$ cat src/logic/crc5_pkg.sv
package crc5_pkg;

	localparam int CRC5_WIDTH   = 5;
	localparam int BYTE_BITS    = 8;
	localparam int IDX_BITS     = 3;
	localparam int MIN_BYTE_GAP = 9;                 // Clocks between data strobes

	typedef logic [BYTE_BITS-1:0]  crc_byte_t;
	typedef logic [CRC5_WIDTH-1:0] crc5_t;
	typedef logic [IDX_BITS-1:0]   bit_idx_t;      // 0 selects the byte MSB

	// Taps below the x^5 term of x^5 + x^2 + 1
	localparam crc5_t CRC5_POLY = 5'b00101;
	localparam crc5_t CRC5_SEED = 5'b11111;

	typedef enum logic [1:0]
	{
		ST_IDLE   = 2'd0,
		ST_SHIFT  = 2'd1,
		ST_HOLD   = 2'd2,
		ST_REPORT = 2'd3
	} crc5_state_e;

endpackage

$ cat src/logic/crc5_step_if.sv
`timescale 1ns/1ps

interface crc5_step_if;

	import crc5_pkg::*;

	logic     load;                                 // Capture byte, clear count
	logic     shift;                                // High for the eight shift cycles
	logic     restart;                              // Reseed the CRC register
	bit_idx_t bit_idx;
	logic     last_bit;

	modport ctrl
	(
		output load,
		output shift,
		output restart,
		input  last_bit
	);

	modport cnt
	(
		input  load,
		input  shift,
		output bit_idx,
		output last_bit
	);

	modport shf
	(
		input load,
		input shift,
		input restart,
		input bit_idx,
		input last_bit
	);

endinterface
$ cat src/logic/bit_counter.sv
`timescale 1ns/1ps

module bit_counter
(
	input  logic      i_sys_clk,
	input  logic      i_sys_rst,
	crc5_step_if.cnt  step
);

	import crc5_pkg::*;

	bit_idx_t count_q;

	always_ff @(posedge i_sys_clk or negedge i_sys_rst)
	begin
		if (!i_sys_rst)
			count_q <= '0;
		else if (step.load)
			count_q <= '0;
		else if (step.shift)
			count_q <= count_q + 1'b1;                  // Wraps to 0 after the eighth step
	end

	assign step.bit_idx  = count_q;
	assign step.last_bit = step.shift && (count_q == bit_idx_t'(BYTE_BITS - 1));

	// The controller must drop shift right after the last step
	property p_no_wrap;
		@(posedge i_sys_clk) disable iff (!i_sys_rst)
			step.last_bit |=> !step.shift;
	endproperty

	a_no_wrap: assert property (p_no_wrap)
		else $error("Shift still active after bit 7");

endmodule

$ cat src/logic/crc5_compare.sv
`timescale 1ns/1ps

module crc5_compare
(
	input  logic            i_sys_clk,
	input  logic            i_sys_rst,
	input  logic            i_report,
	input  crc5_pkg::crc5_t i_remainder,
	input  logic            i_last_byte,
	input  crc5_pkg::crc5_t i_rx_crc,
	output crc5_pkg::crc5_t o_crc_value,
	output logic            o_crc_valid,
	output logic            o_crc_ok
);

	import crc5_pkg::*;

	crc5_t rx_crc_q;

	always_ff @(posedge i_sys_clk)
	begin
		if (i_last_byte)
			rx_crc_q <= i_rx_crc;                       // Expected CRC comes with the strobe
	end

	always_ff @(posedge i_sys_clk or negedge i_sys_rst)
	begin
		if (!i_sys_rst)
		begin
			o_crc_value <= '0;
			o_crc_valid <= 1'b0;
			o_crc_ok    <= 1'b0;
		end
		else
		begin
			o_crc_valid <= i_report;
			if (i_report)
			begin
				o_crc_value <= i_remainder;               // Held until the next report
				o_crc_ok    <= (i_remainder == rx_crc_q);
			end
		end
	end

	// Valid lands exactly two edges after the last-byte strobe
	property p_valid_timing;
		@(posedge i_sys_clk) disable iff (!i_sys_rst)
			o_crc_valid |-> $past(i_last_byte, 2) && !$past(o_crc_valid);
	endproperty

	a_valid_timing: assert property (p_valid_timing)
		else $error("CRC valid not tied to a last-byte strobe");

endmodule

$ cat src/logic/crc5_ctrl.sv
`timescale 1ns/1ps

module crc5_ctrl
(
	input  logic             i_sys_clk,
	input  logic             i_sys_rst,
	input  logic             i_en,
	input  logic             i_data_valid,
	input  logic             i_last_byte,
	crc5_step_if.ctrl        step,
	output logic             o_report
);

	import crc5_pkg::*;

	crc5_state_e state_q;
	crc5_state_e state_d;
	logic        accept;

	// A byte is taken only between bytes, never mid-shift
	assign accept = i_en && i_data_valid &&
		((state_q == ST_IDLE) || (state_q == ST_HOLD));

	assign step.load    = accept;
	assign step.shift   = i_en && (state_q == ST_SHIFT);
	assign step.restart = (state_q == ST_REPORT);     // Fresh seed for the next frame
	assign o_report     = (state_q == ST_REPORT);

	always_comb
	begin
		state_d = state_q;
		case (state_q)
			ST_IDLE, ST_HOLD:
			begin
				if (accept)
					state_d = ST_SHIFT;
				else if (i_last_byte)
					state_d = ST_REPORT;
			end
			ST_SHIFT:
			begin
				if (step.last_bit)
					state_d = ST_HOLD;
			end
			ST_REPORT:
				state_d = ST_IDLE;
			default:
				state_d = ST_IDLE;
		endcase
		if (!i_en)
			state_d = ST_IDLE;                            // Abort the frame
	end

	always_ff @(posedge i_sys_clk or negedge i_sys_rst)
	begin
		if (!i_sys_rst)
			state_q <= ST_IDLE;
		else
			state_q <= state_d;
	end

	// A byte needs its eight shift cycles before any other strobe
	property p_data_gap;
		@(posedge i_sys_clk) disable iff (!i_sys_rst || !i_en)
			accept |=> (!i_data_valid)[*MIN_BYTE_GAP-1];
	endproperty

	property p_last_gap;
		@(posedge i_sys_clk) disable iff (!i_sys_rst || !i_en)
			accept |=> (!i_last_byte)[*MIN_BYTE_GAP-1];
	endproperty

	a_data_gap: assert property (p_data_gap)
		else $error("Data strobe inside the byte gap");

	a_last_gap: assert property (p_last_gap)
		else $error("Last-byte strobe while shifting");

endmodule

$ cat src/logic/crc5_link.sv
`timescale 1ns/1ps

module crc5_link
(
	input  logic                i_sys_clk,
	input  logic                i_sys_rst,
	input  logic                i_txrx_en,
	input  logic                i_txrx_data_valid,
	input  crc5_pkg::crc_byte_t i_txrx_data,
	input  logic                i_txrx_last_byte,
	input  crc5_pkg::crc5_t     i_txrx_rx_crc,
	output crc5_pkg::crc5_t     o_txrx_crc_value,
	output logic                o_txrx_crc_valid,
	output logic                o_txrx_crc_ok
);

	import crc5_pkg::*;

	crc5_t remainder;
	logic  report;

	crc5_step_if step ();

	crc5_ctrl u_ctrl
	(
		.i_sys_clk    (i_sys_clk),
		.i_sys_rst    (i_sys_rst),
		.i_en         (i_txrx_en),
		.i_data_valid (i_txrx_data_valid),
		.i_last_byte  (i_txrx_last_byte),
		.step         (step.ctrl),
		.o_report     (report)
	);

	bit_counter u_bit_counter
	(
		.i_sys_clk (i_sys_clk),
		.i_sys_rst (i_sys_rst),
		.step      (step.cnt)
	);

	crc5_shifter u_shifter
	(
		.i_sys_clk   (i_sys_clk),
		.i_sys_rst   (i_sys_rst),
		.i_en        (i_txrx_en),
		.i_data      (i_txrx_data),
		.step        (step.shf),
		.o_remainder (remainder)
	);

	// Remainder is sampled on the report edge, before the reseed shows
	crc5_compare u_compare
	(
		.i_sys_clk   (i_sys_clk),
		.i_sys_rst   (i_sys_rst),
		.i_report    (report),
		.i_remainder (remainder),
		.i_last_byte (i_txrx_last_byte),
		.i_rx_crc    (i_txrx_rx_crc),
		.o_crc_value (o_txrx_crc_value),
		.o_crc_valid (o_txrx_crc_valid),
		.o_crc_ok    (o_txrx_crc_ok)
	);

endmodule

$ cat src/logic/crc5_shifter.sv
`timescale 1ns/1ps

module crc5_shifter
(
	input  logic                i_sys_clk,
	input  logic                i_sys_rst,
	input  logic                i_en,
	input  crc5_pkg::crc_byte_t i_data,
	crc5_step_if.shf            step,
	output crc5_pkg::crc5_t     o_remainder
);

	import crc5_pkg::*;

	crc_byte_t byte_q;
	crc5_t     crc_q;
	crc5_t     crc_d;
	bit_idx_t  sel_idx;
	logic      data_bit;
	logic      feedback;

	always_ff @(posedge i_sys_clk)
	begin
		if (step.load)
			byte_q <= i_data;
	end

	// Index 0 of the count picks bit 7, so bits leave MSB first
	assign sel_idx  = ~step.bit_idx;
	assign data_bit = byte_q[sel_idx];
	assign feedback = data_bit ^ crc_q[CRC5_WIDTH-1];

	always_comb
	begin
		crc_d = {crc_q[CRC5_WIDTH-2:0], 1'b0};
		if (feedback)
			crc_d = crc_d ^ CRC5_POLY;
	end

	always_ff @(posedge i_sys_clk or negedge i_sys_rst)
	begin
		if (!i_sys_rst)
			crc_q <= CRC5_SEED;
		else if (!i_en || step.restart)
			crc_q <= CRC5_SEED;
		else if (step.shift)
			crc_q <= crc_d;
	end

	assign o_remainder = crc_q;

	// Each byte must be fully shifted before the register is reseeded by a report
	property p_byte_done;
		@(posedge i_sys_clk) disable iff (!i_sys_rst || !i_en)
			step.load |=> (!step.restart)[*BYTE_BITS];
	endproperty

	a_byte_done: assert property (p_byte_done)
		else $error("Reseed during byte shift");

endmodule

$ cat config.mk
export PLATFORM = sky130hd
export DESIGN_NAME = crc5_link
export DESIGN_NICKNAME = d
export VERILOG_FILES = /design/src/logic/crc5_pkg.sv /design/src/logic/crc5_step_if.sv /design/src/logic/bit_counter.sv /design/src/logic/crc5_compare.sv /design/src/logic/crc5_ctrl.sv /design/src/logic/crc5_link.sv /design/src/logic/crc5_shifter.sv
export SDC_FILE = /design/constraint.sdc
export NUM_CORES = 1
export LEC_CHECK = 0
export BUFFER_PORTS_ARGS = -buffer_cell sky130_fd_sc_hd__buf_2
export CAP_MARGIN = 15
export CORE_MARGIN = 5
export CORE_UTILIZATION = 35
export CTS_BUF_LIST = sky130_fd_sc_hd__clkbuf_8
export DETAILED_ROUTE_END_ITERATION = 12
export PLACE_DENSITY = 0.58
export SLEW_MARGIN = 40
export SYNTH_ARGS = -nofsm -noshare
export SYNTH_HDL_FRONTEND = slang
export SYNTH_HIERARCHICAL = 1
export SYNTH_SLANG_ARGS = --single-unit
$ cat constraint.sdc
create_clock -name i_sys_clk -period 1.7 [get_ports i_sys_clk]
set_clock_uncertainty 0.15 [all_clocks]
set_input_delay 0.085 -clock i_sys_clk [delete_from_list [all_inputs] [get_ports i_sys_clk]]
set_output_delay 0.085 -clock i_sys_clk [all_outputs]
set_load 0.005 [all_outputs]
==> results_dict.tcl, run 1 <==
set metrics [dict create \
    dr.first_iter.drc_count 11 \
    dp_worst_setup_slack_ns -0.0207 \
    leakage_nw 0.731 \
    ys_ff_latch 30 \
    setup-violations-final 0 \
    p_per_area_nw_per_um2 1150 \
    layout_setup_ws_ns 0.0393 \
    cpMaxStageDelayCell "mux4_2" \
    cp_data_arrival_time_ns 1.71 \
    critical_path_required_ns 1.75 \
    grt_pass1_vias 866 \
    first_pass_iters 4 \
    rrSetupSlack_ns 0.04 \
    port-buffer-count 24 \
    htree_levels 2 \
    die_y_um 71.3 \
    cts_buffer_depth 2 \
    wire_per_inst_um 13.2 \
    status "complete, no violations" \
    dp_hpwl_um 1620 \
    cp_slowest_stage_delay_ns 0.55 \
    yosys.cell_types.count 31 \
    routed_wl_um 2430 \
    antenna_found_initial 0 \
    clk_pin_slew_ns 0.06 \
    drv_slew 0 \
    clock-sinks 30 \
    path_class "flop to flop" \
    grt_usage 0.109 \
    slew_headroom 0.749 \
    routed-via-count 834 \
    grt_pass1_wl_um 4080 \
    die_x_um 71.3 \
    drc_errors 0 \
    total_power_mw 2.05 \
    ys_seq_area_frac 0.625 \
    rows 22 \
    antenna_left 0 \
    start_util 0.360 \
    ios 25 \
    yosys_warnings 6 \
    post-cts-setup-buffer-count 0 \
    fin_nets 155 \
    fmax_ghz 0.602 \
    synthCells 87 \
    drive_gt1_frac 0.375 \
    syn_area_um2 1320 \
    routed_via_density 4.53 \
    end_kind "flop" \
    die_area_um2 5090 \
    syn_nets 107 \
    worst_setup_path_start_kind "flop" \
    post-route-period-util 0.977 \
    path_cells "mux4_2 -> mux2i_4 -> xor2_1 -> o211ai_1" \
    cts-root-buf "clkbuf_8" \
    rsz0062_at_grt "true" \
    cts_buffers 5 \
    hold_viol_final 0 \
    cts_tree "built" \
    gp_congestion 0.706 \
    antenna_cells 0 \
    grt_overflow 0 \
    worst_pin_slew_ns 0.377 \
    core-area_um2 3660 \
    ir_drop_v 0.000571 \
    grt_max_degree 18 \
    final.min_clock_period_ns 1.66 \
    clk_latency_ns 0.28 \
    area_delta_synth_final_pct 34.9 \
    max_cap_violations 0 \
    worst-path-max-fanout 4 \
    hp-class "primary input to async pin" \
    syn_area_per_cell_um2 15.1 \
]
[cell families after synthesis]
group	count (synthesis)	synth area share
flops	30	0.625
xor+xnor	7	0.0466
buf+inv	5	0.0228
fa+ha+maj	2	0.0190
simple gates	22	0.0913
compound gates	8	0.0437
mux	13	0.152
[Yosys cell counts]
master,instances,share of area
o21ai_0,2,0.0076
o211ai_1,1,0.0057
dfstp_2,5,0.10
nand4_1,1,0.0048
clkbuf_1,1,0.0028
a21boi_0,1,0.0057
a21boi_1,1,0.0057
mux2i_4,1,0.017
nor2b_1,1,0.0048
dfrtp_1,12,0.23
and3b_2,1,0.0076
xnor2_1,6,0.040
a211o_1,1,0.0067
mux2_4,5,0.057
nand2_1,6,0.017
buf_4,1,0.0057
inv_1,2,0.0057
o311a_1,1,0.0076
buf_6,1,0.0086
mux2i_1,5,0.038
or2_2,1,0.0048
xor2_1,1,0.0067
nand4b_1,2,0.013
o22ai_1,1,0.0048
nand3b_1,1,0.0057
nand3_1,2,0.0076
and2_2,2,0.011
mux4_1,2,0.040
ha_1,2,0.019
edfxtp_1,13,0.30
nor2_1,5,0.014
[worst max-delay path, delay by kind of cell (launching register included)]
kind	cells	cell delay, ns
flops	1	0.41
compound gates	1	0.10
mux	2	0.76
xor+xnor	1	0.17
[state kept, by name, indices dropped and copies added, names as in the netlist]
name / count
u_shifter/byte_q: 8
u_compare/o_crc_value: 5
u_compare/rx_crc_q: 5
u_shifter/o_remainder: 5
u_bit_counter/step.bit_idx: 3
u_ctrl/state_q: 2
u_compare/o_crc_ok: 1
u_compare/o_crc_valid: 1
[per-stage QoR]
| step | instance area [um2] | hold slack, ns | utilization | TNS (ns) | std cells |
|---|---|---|---|---|---|
| after CTS | 1780 | 0.122 | 0.485 | 0 | 184 |
| final | 1780 | 0.103 | 0.485 | 0 | 184 |
| after detailed placement | 1500 | -0.116 | 0.409 | -0.0207 | 159 |
| after global placement | 1500 | -0.118 | 0.409 | 0 | 159 |
| after floorplan | 1320 | -0.361 | - | 0 | 87 |
| after global routing | 1780 | 0.146 | 0.485 | -0.0309 | 184 |
[area by class of cell]
type / count / area, um2
timing repair buffer: 44 / 313
fill: 316 / 1890
inverter: 2 / 7.51
multi-input combinational: 52 / 457
tap: 48 / 60.1
sequential: 30 / 822
clock inverter: 2 / 33.8
clock buffer: 6 / 82.6
[final timing paths]
path,cells past startpoint,startpoint,to
setup / recovery,4,u_bit_counter/step.bit_idx[1],u_shifter/o_remainder[0]
setup reg to reg,4,u_bit_counter/step.bit_idx[1],u_shifter/o_remainder[0]
hold reg to reg,1,u_compare/o_crc_value[0],u_compare/o_crc_value[0]
hold / removal,2,i_sys_rst,u_compare/o_crc_value[1]
max in group asynchronous,2,i_sys_rst,u_shifter/o_remainder[3]
min in group i_sys_clk,1,u_compare/o_crc_value[0],u_compare/o_crc_value[0]
[metal layers]
| metal | GRT usage | part of all wire |
|---|---|---|
| met1 | 0.127 | 0.43 |
| met2 | 0.169 | 0.50 |
| met5 | 0 | 0 |
| met4 | 0.0564 | 0.023 |
| met3 | 0.0477 | 0.050 |
[report_power, final]
| group | total, mW | internal, mW | leakage (nW) | switching (mW) |
|---|---|---|---|---|
| Sequential | 0.934 | 0.854 | 0.320 | 0.0796 |
| Combinational | 0.401 | 0.251 | 0.348 | 0.150 |
| Clock | 0.715 | 0.471 | 0.0626 | 0.244 |
| Total | 2.05 | 1.58 | 0.731 | 0.474 |
[what timing repair did]
action / CTS / global route
endpoints found under the setup margin: 2 / 2
hold endpoints to repair: 37 / 0
gates resized for setup: 2 / 0
hold buffers: 17 / 0
[placed cells by master (no fill, tap or decap), drive strengths merged, types with 2 or more instances in the layout]
cell          n
nand4b        2
dfstp         5
dfrtp        12
edfxtp       13
mux4          2
dlygate4sd3  17
nand3         2
clkbuf        6
o21ai         2
mux2i         6
inv           3
mux2          5
buf          27
nand2         6
xnor2         6
a21boi        2
nor2          5
ha            2
and2          2
No activity file was read; power rests on OpenSTA's default activity.
==> inputs of run 2 (changes only) <==
--- a/config.mk
+++ b/config.mk
@@ -7,11 +7,12 @@
 export LEC_CHECK = 0
 export BUFFER_PORTS_ARGS = -buffer_cell sky130_fd_sc_hd__buf_2
 export CAP_MARGIN = 15
+export CORE_ASPECT_RATIO = 0.5
 export CORE_MARGIN = 5
-export CORE_UTILIZATION = 35
+export CORE_UTILIZATION = 40
 export CTS_BUF_LIST = sky130_fd_sc_hd__clkbuf_8
 export DETAILED_ROUTE_END_ITERATION = 12
-export PLACE_DENSITY = 0.58
+export PLACE_DENSITY = 0.64
 export SLEW_MARGIN = 40
 export SYNTH_ARGS = -nofsm -noshare
 export SYNTH_HDL_FRONTEND = slang
==> run 2 against run 1 <==
Net effect:
- die area fell by 9.4%
- worst setup slack improved by 0.049 ns
- non-clock buffer count rose by 2
- critical path depth did not move
- sequential cell count did not move
- core utilization rose by 8.4 points
- routed wire length rose by 1.8%
- via count rose by 1.2%
- clock power fell by 20%
- critical path type unchanged
==> results_dict.tcl, run 2 (synthesized netlist as in run 1, its figures left out) <==
set metrics [dict create \
    status "complete, no violations" \
    rows 14 \
    antenna_cells 0 \
    p_per_area_nw_per_um2 1090 \
    slew_headroom 0.739 \
    largest-register "u_shifter/byte_q" \
    routed_via_density 4.74 \
    wire_per_inst_um 13.9 \
    ios 25 \
    dp_hpwl_um 1590 \
    antenna_found_initial 0 \
    gp_congestion 0.701 \
    critical_path_required_ns 1.75 \
    p_int_mw 1.44 \
    cp_slowest_stage_delay_ns 0.53 \
    cpMaxStageDelayCell "mux4_2" \
    p_comb_frac 0.222 \
    grt_pass1_wl_um 4220 \
    cts_buffer_depth 2 \
    leakage_nw 0.731 \
    cp_data_arrival_time_ns 1.66 \
    final.min_clock_period_ns 1.61 \
    setup-violations-final 0 \
    grt_usage 0.119 \
    fmax_ghz 0.620 \
    whs_ns 0.138 \
    grt_max_degree 18 \
    worst-path-max-fanout 4 \
    total_power_mw 1.92 \
    port-buffer-count 24 \
    final_cells 178 \
    post-route-period-util 0.948 \
    antenna_left 0 \
    end_kind "flop" \
    nFillCells 255 \
    switching_share 0.251 \
    rsz0062_at_grt "false" \
    power.switching_mw 0.482 \
    path_cells "mux4_2 -> mux2i_4 -> xor2_1 -> o211ai_1" \
    drive_gt1_frac 0.384 \
    hp-class "primary input to async pin" \
    start_util 0.427 \
    placed_cells 153 \
    area_delta_synth_final_pct 33.4 \
    drv_slew 0 \
    first_pass_iters 5 \
    cts_tree "built" \
    routed_wl_um 2470 \
    clock-sinks 30 \
    final_common_cell "buf_2" \
    hold_viol_final 0 \
    die_area_um2 4610 \
    routed-via-count 844 \
    die_y_um 50.6 \
    largest_reg_flops 8 \
    p_seq_frac 0.481 \
    htree_levels 2 \
    die_x_um 91.1 \
    clk_pin_slew_ns 0.07 \
    clk_latency_ns 0.28 \
    ir_drop_v 0.000648 \
    dr.first_iter.drc_count 64 \
    fin_util 0.569 \
    grt_pass1_vias 925 \
    grt_overflow 0 \
    cts_buffers 5 \
    cts-root-buf "clkbuf_8" \
    worst_pin_slew_ns 0.391 \
    pwr-share-clk 0.297 \
    drc_errors 0 \
    path_class "flop to flop" \
    max_cap_violations 0 \
    final_cell_mix "buf_2, dlygate4sd3_1, edfxtp_1" \
    core-area_um2 3080 \
    fin_nets 157 \
    crit_buf_inv 0 \
    cp_top_family "multiplexers" \
    worst_setup_path_start_kind "flop" \
]
[run 2: changes by cell type in the layout (fill, tap and decap cells not counted), sizes merged]
cell,previous run,this run
buf,27,29
bufinv,1,0
inv,3,4
[run 2: timing repair]
action | 4_1_cts | 5_1_grt
resized for setup | 2 | 2
setup endpoints to repair | 1 | 3
setup buffers | 0 | 0
endpoints found under the hold margin | 37 | 0
hold buffers | 17 | 0
[run 2: routing by layer]
layer / share of wire / up-vias / GRT usage
met5: 0 / - / 0
met4: 0 / 0 / 0.0293
met3: 0.066 / 0 / 0.0552
met2: 0.48 / 25 / 0.199
met1: 0.45 / 405 / 0.143
li1: - / 414 / -
[run 2: power by group through the flow]
stage	sequential, mW	clock, mW	combinational [mW]
CTS	0.925	0.585	0.432
floorplan	0.935	0	0.245
detailed placement	0.934	0	0.396
global route	0.941	0.629	0.477
finish	0.923	0.571	0.426
global placement	0.925	0	0.387
[run 2: layout make-up]
cell class	instances	area (um2)	area share
timing repair buffer	46	328	0.187
inverter	2	7.51	0.00428
multi-input combinational	52	457	0.260
clock inverter	2	7.51	0.00428
tap	40	50.0	0.0285
sequential	30	823	0.469
clock buffer	6	82.6	0.0470
[run 2: final timing paths]
path / from / to / slack (ns) / cells after the start
setup / recovery: u_bit_counter/step.bit_idx[1] / u_shifter/o_remainder[0] / 0.09 / 4
max in group asynchronous: i_sys_rst / u_shifter/o_remainder[3] / 0.95 / 2
hold / removal: i_sys_rst / u_compare/o_crc_value[2] / 0.14 / 2
min in group i_sys_clk: u_compare/o_crc_value[4] / u_compare/o_crc_value[4] / 0.36 / 1
setup reg to reg: u_bit_counter/step.bit_idx[1] / u_shifter/o_remainder[0] / 0.09 / 4
hold reg to reg: u_compare/o_crc_value[4] / u_compare/o_crc_value[4] / 0.36 / 1
[run 2: metrics by stage]
| stage | TNS [ns] | instance area, um2 | worst slack, ns |
|---|---|---|---|
| floorplan | 0 | 1320 | 0.0504 |
| global placement | 0 | 1500 | 0.0444 |
| detailed placement | -0.00981 | 1500 | -0.00981 |
| CTS | 0 | 1750 | 0.0372 |
| global route | 0 | 1760 | 0.0118 |
| finish | 0 | 1760 | 0.0880 |
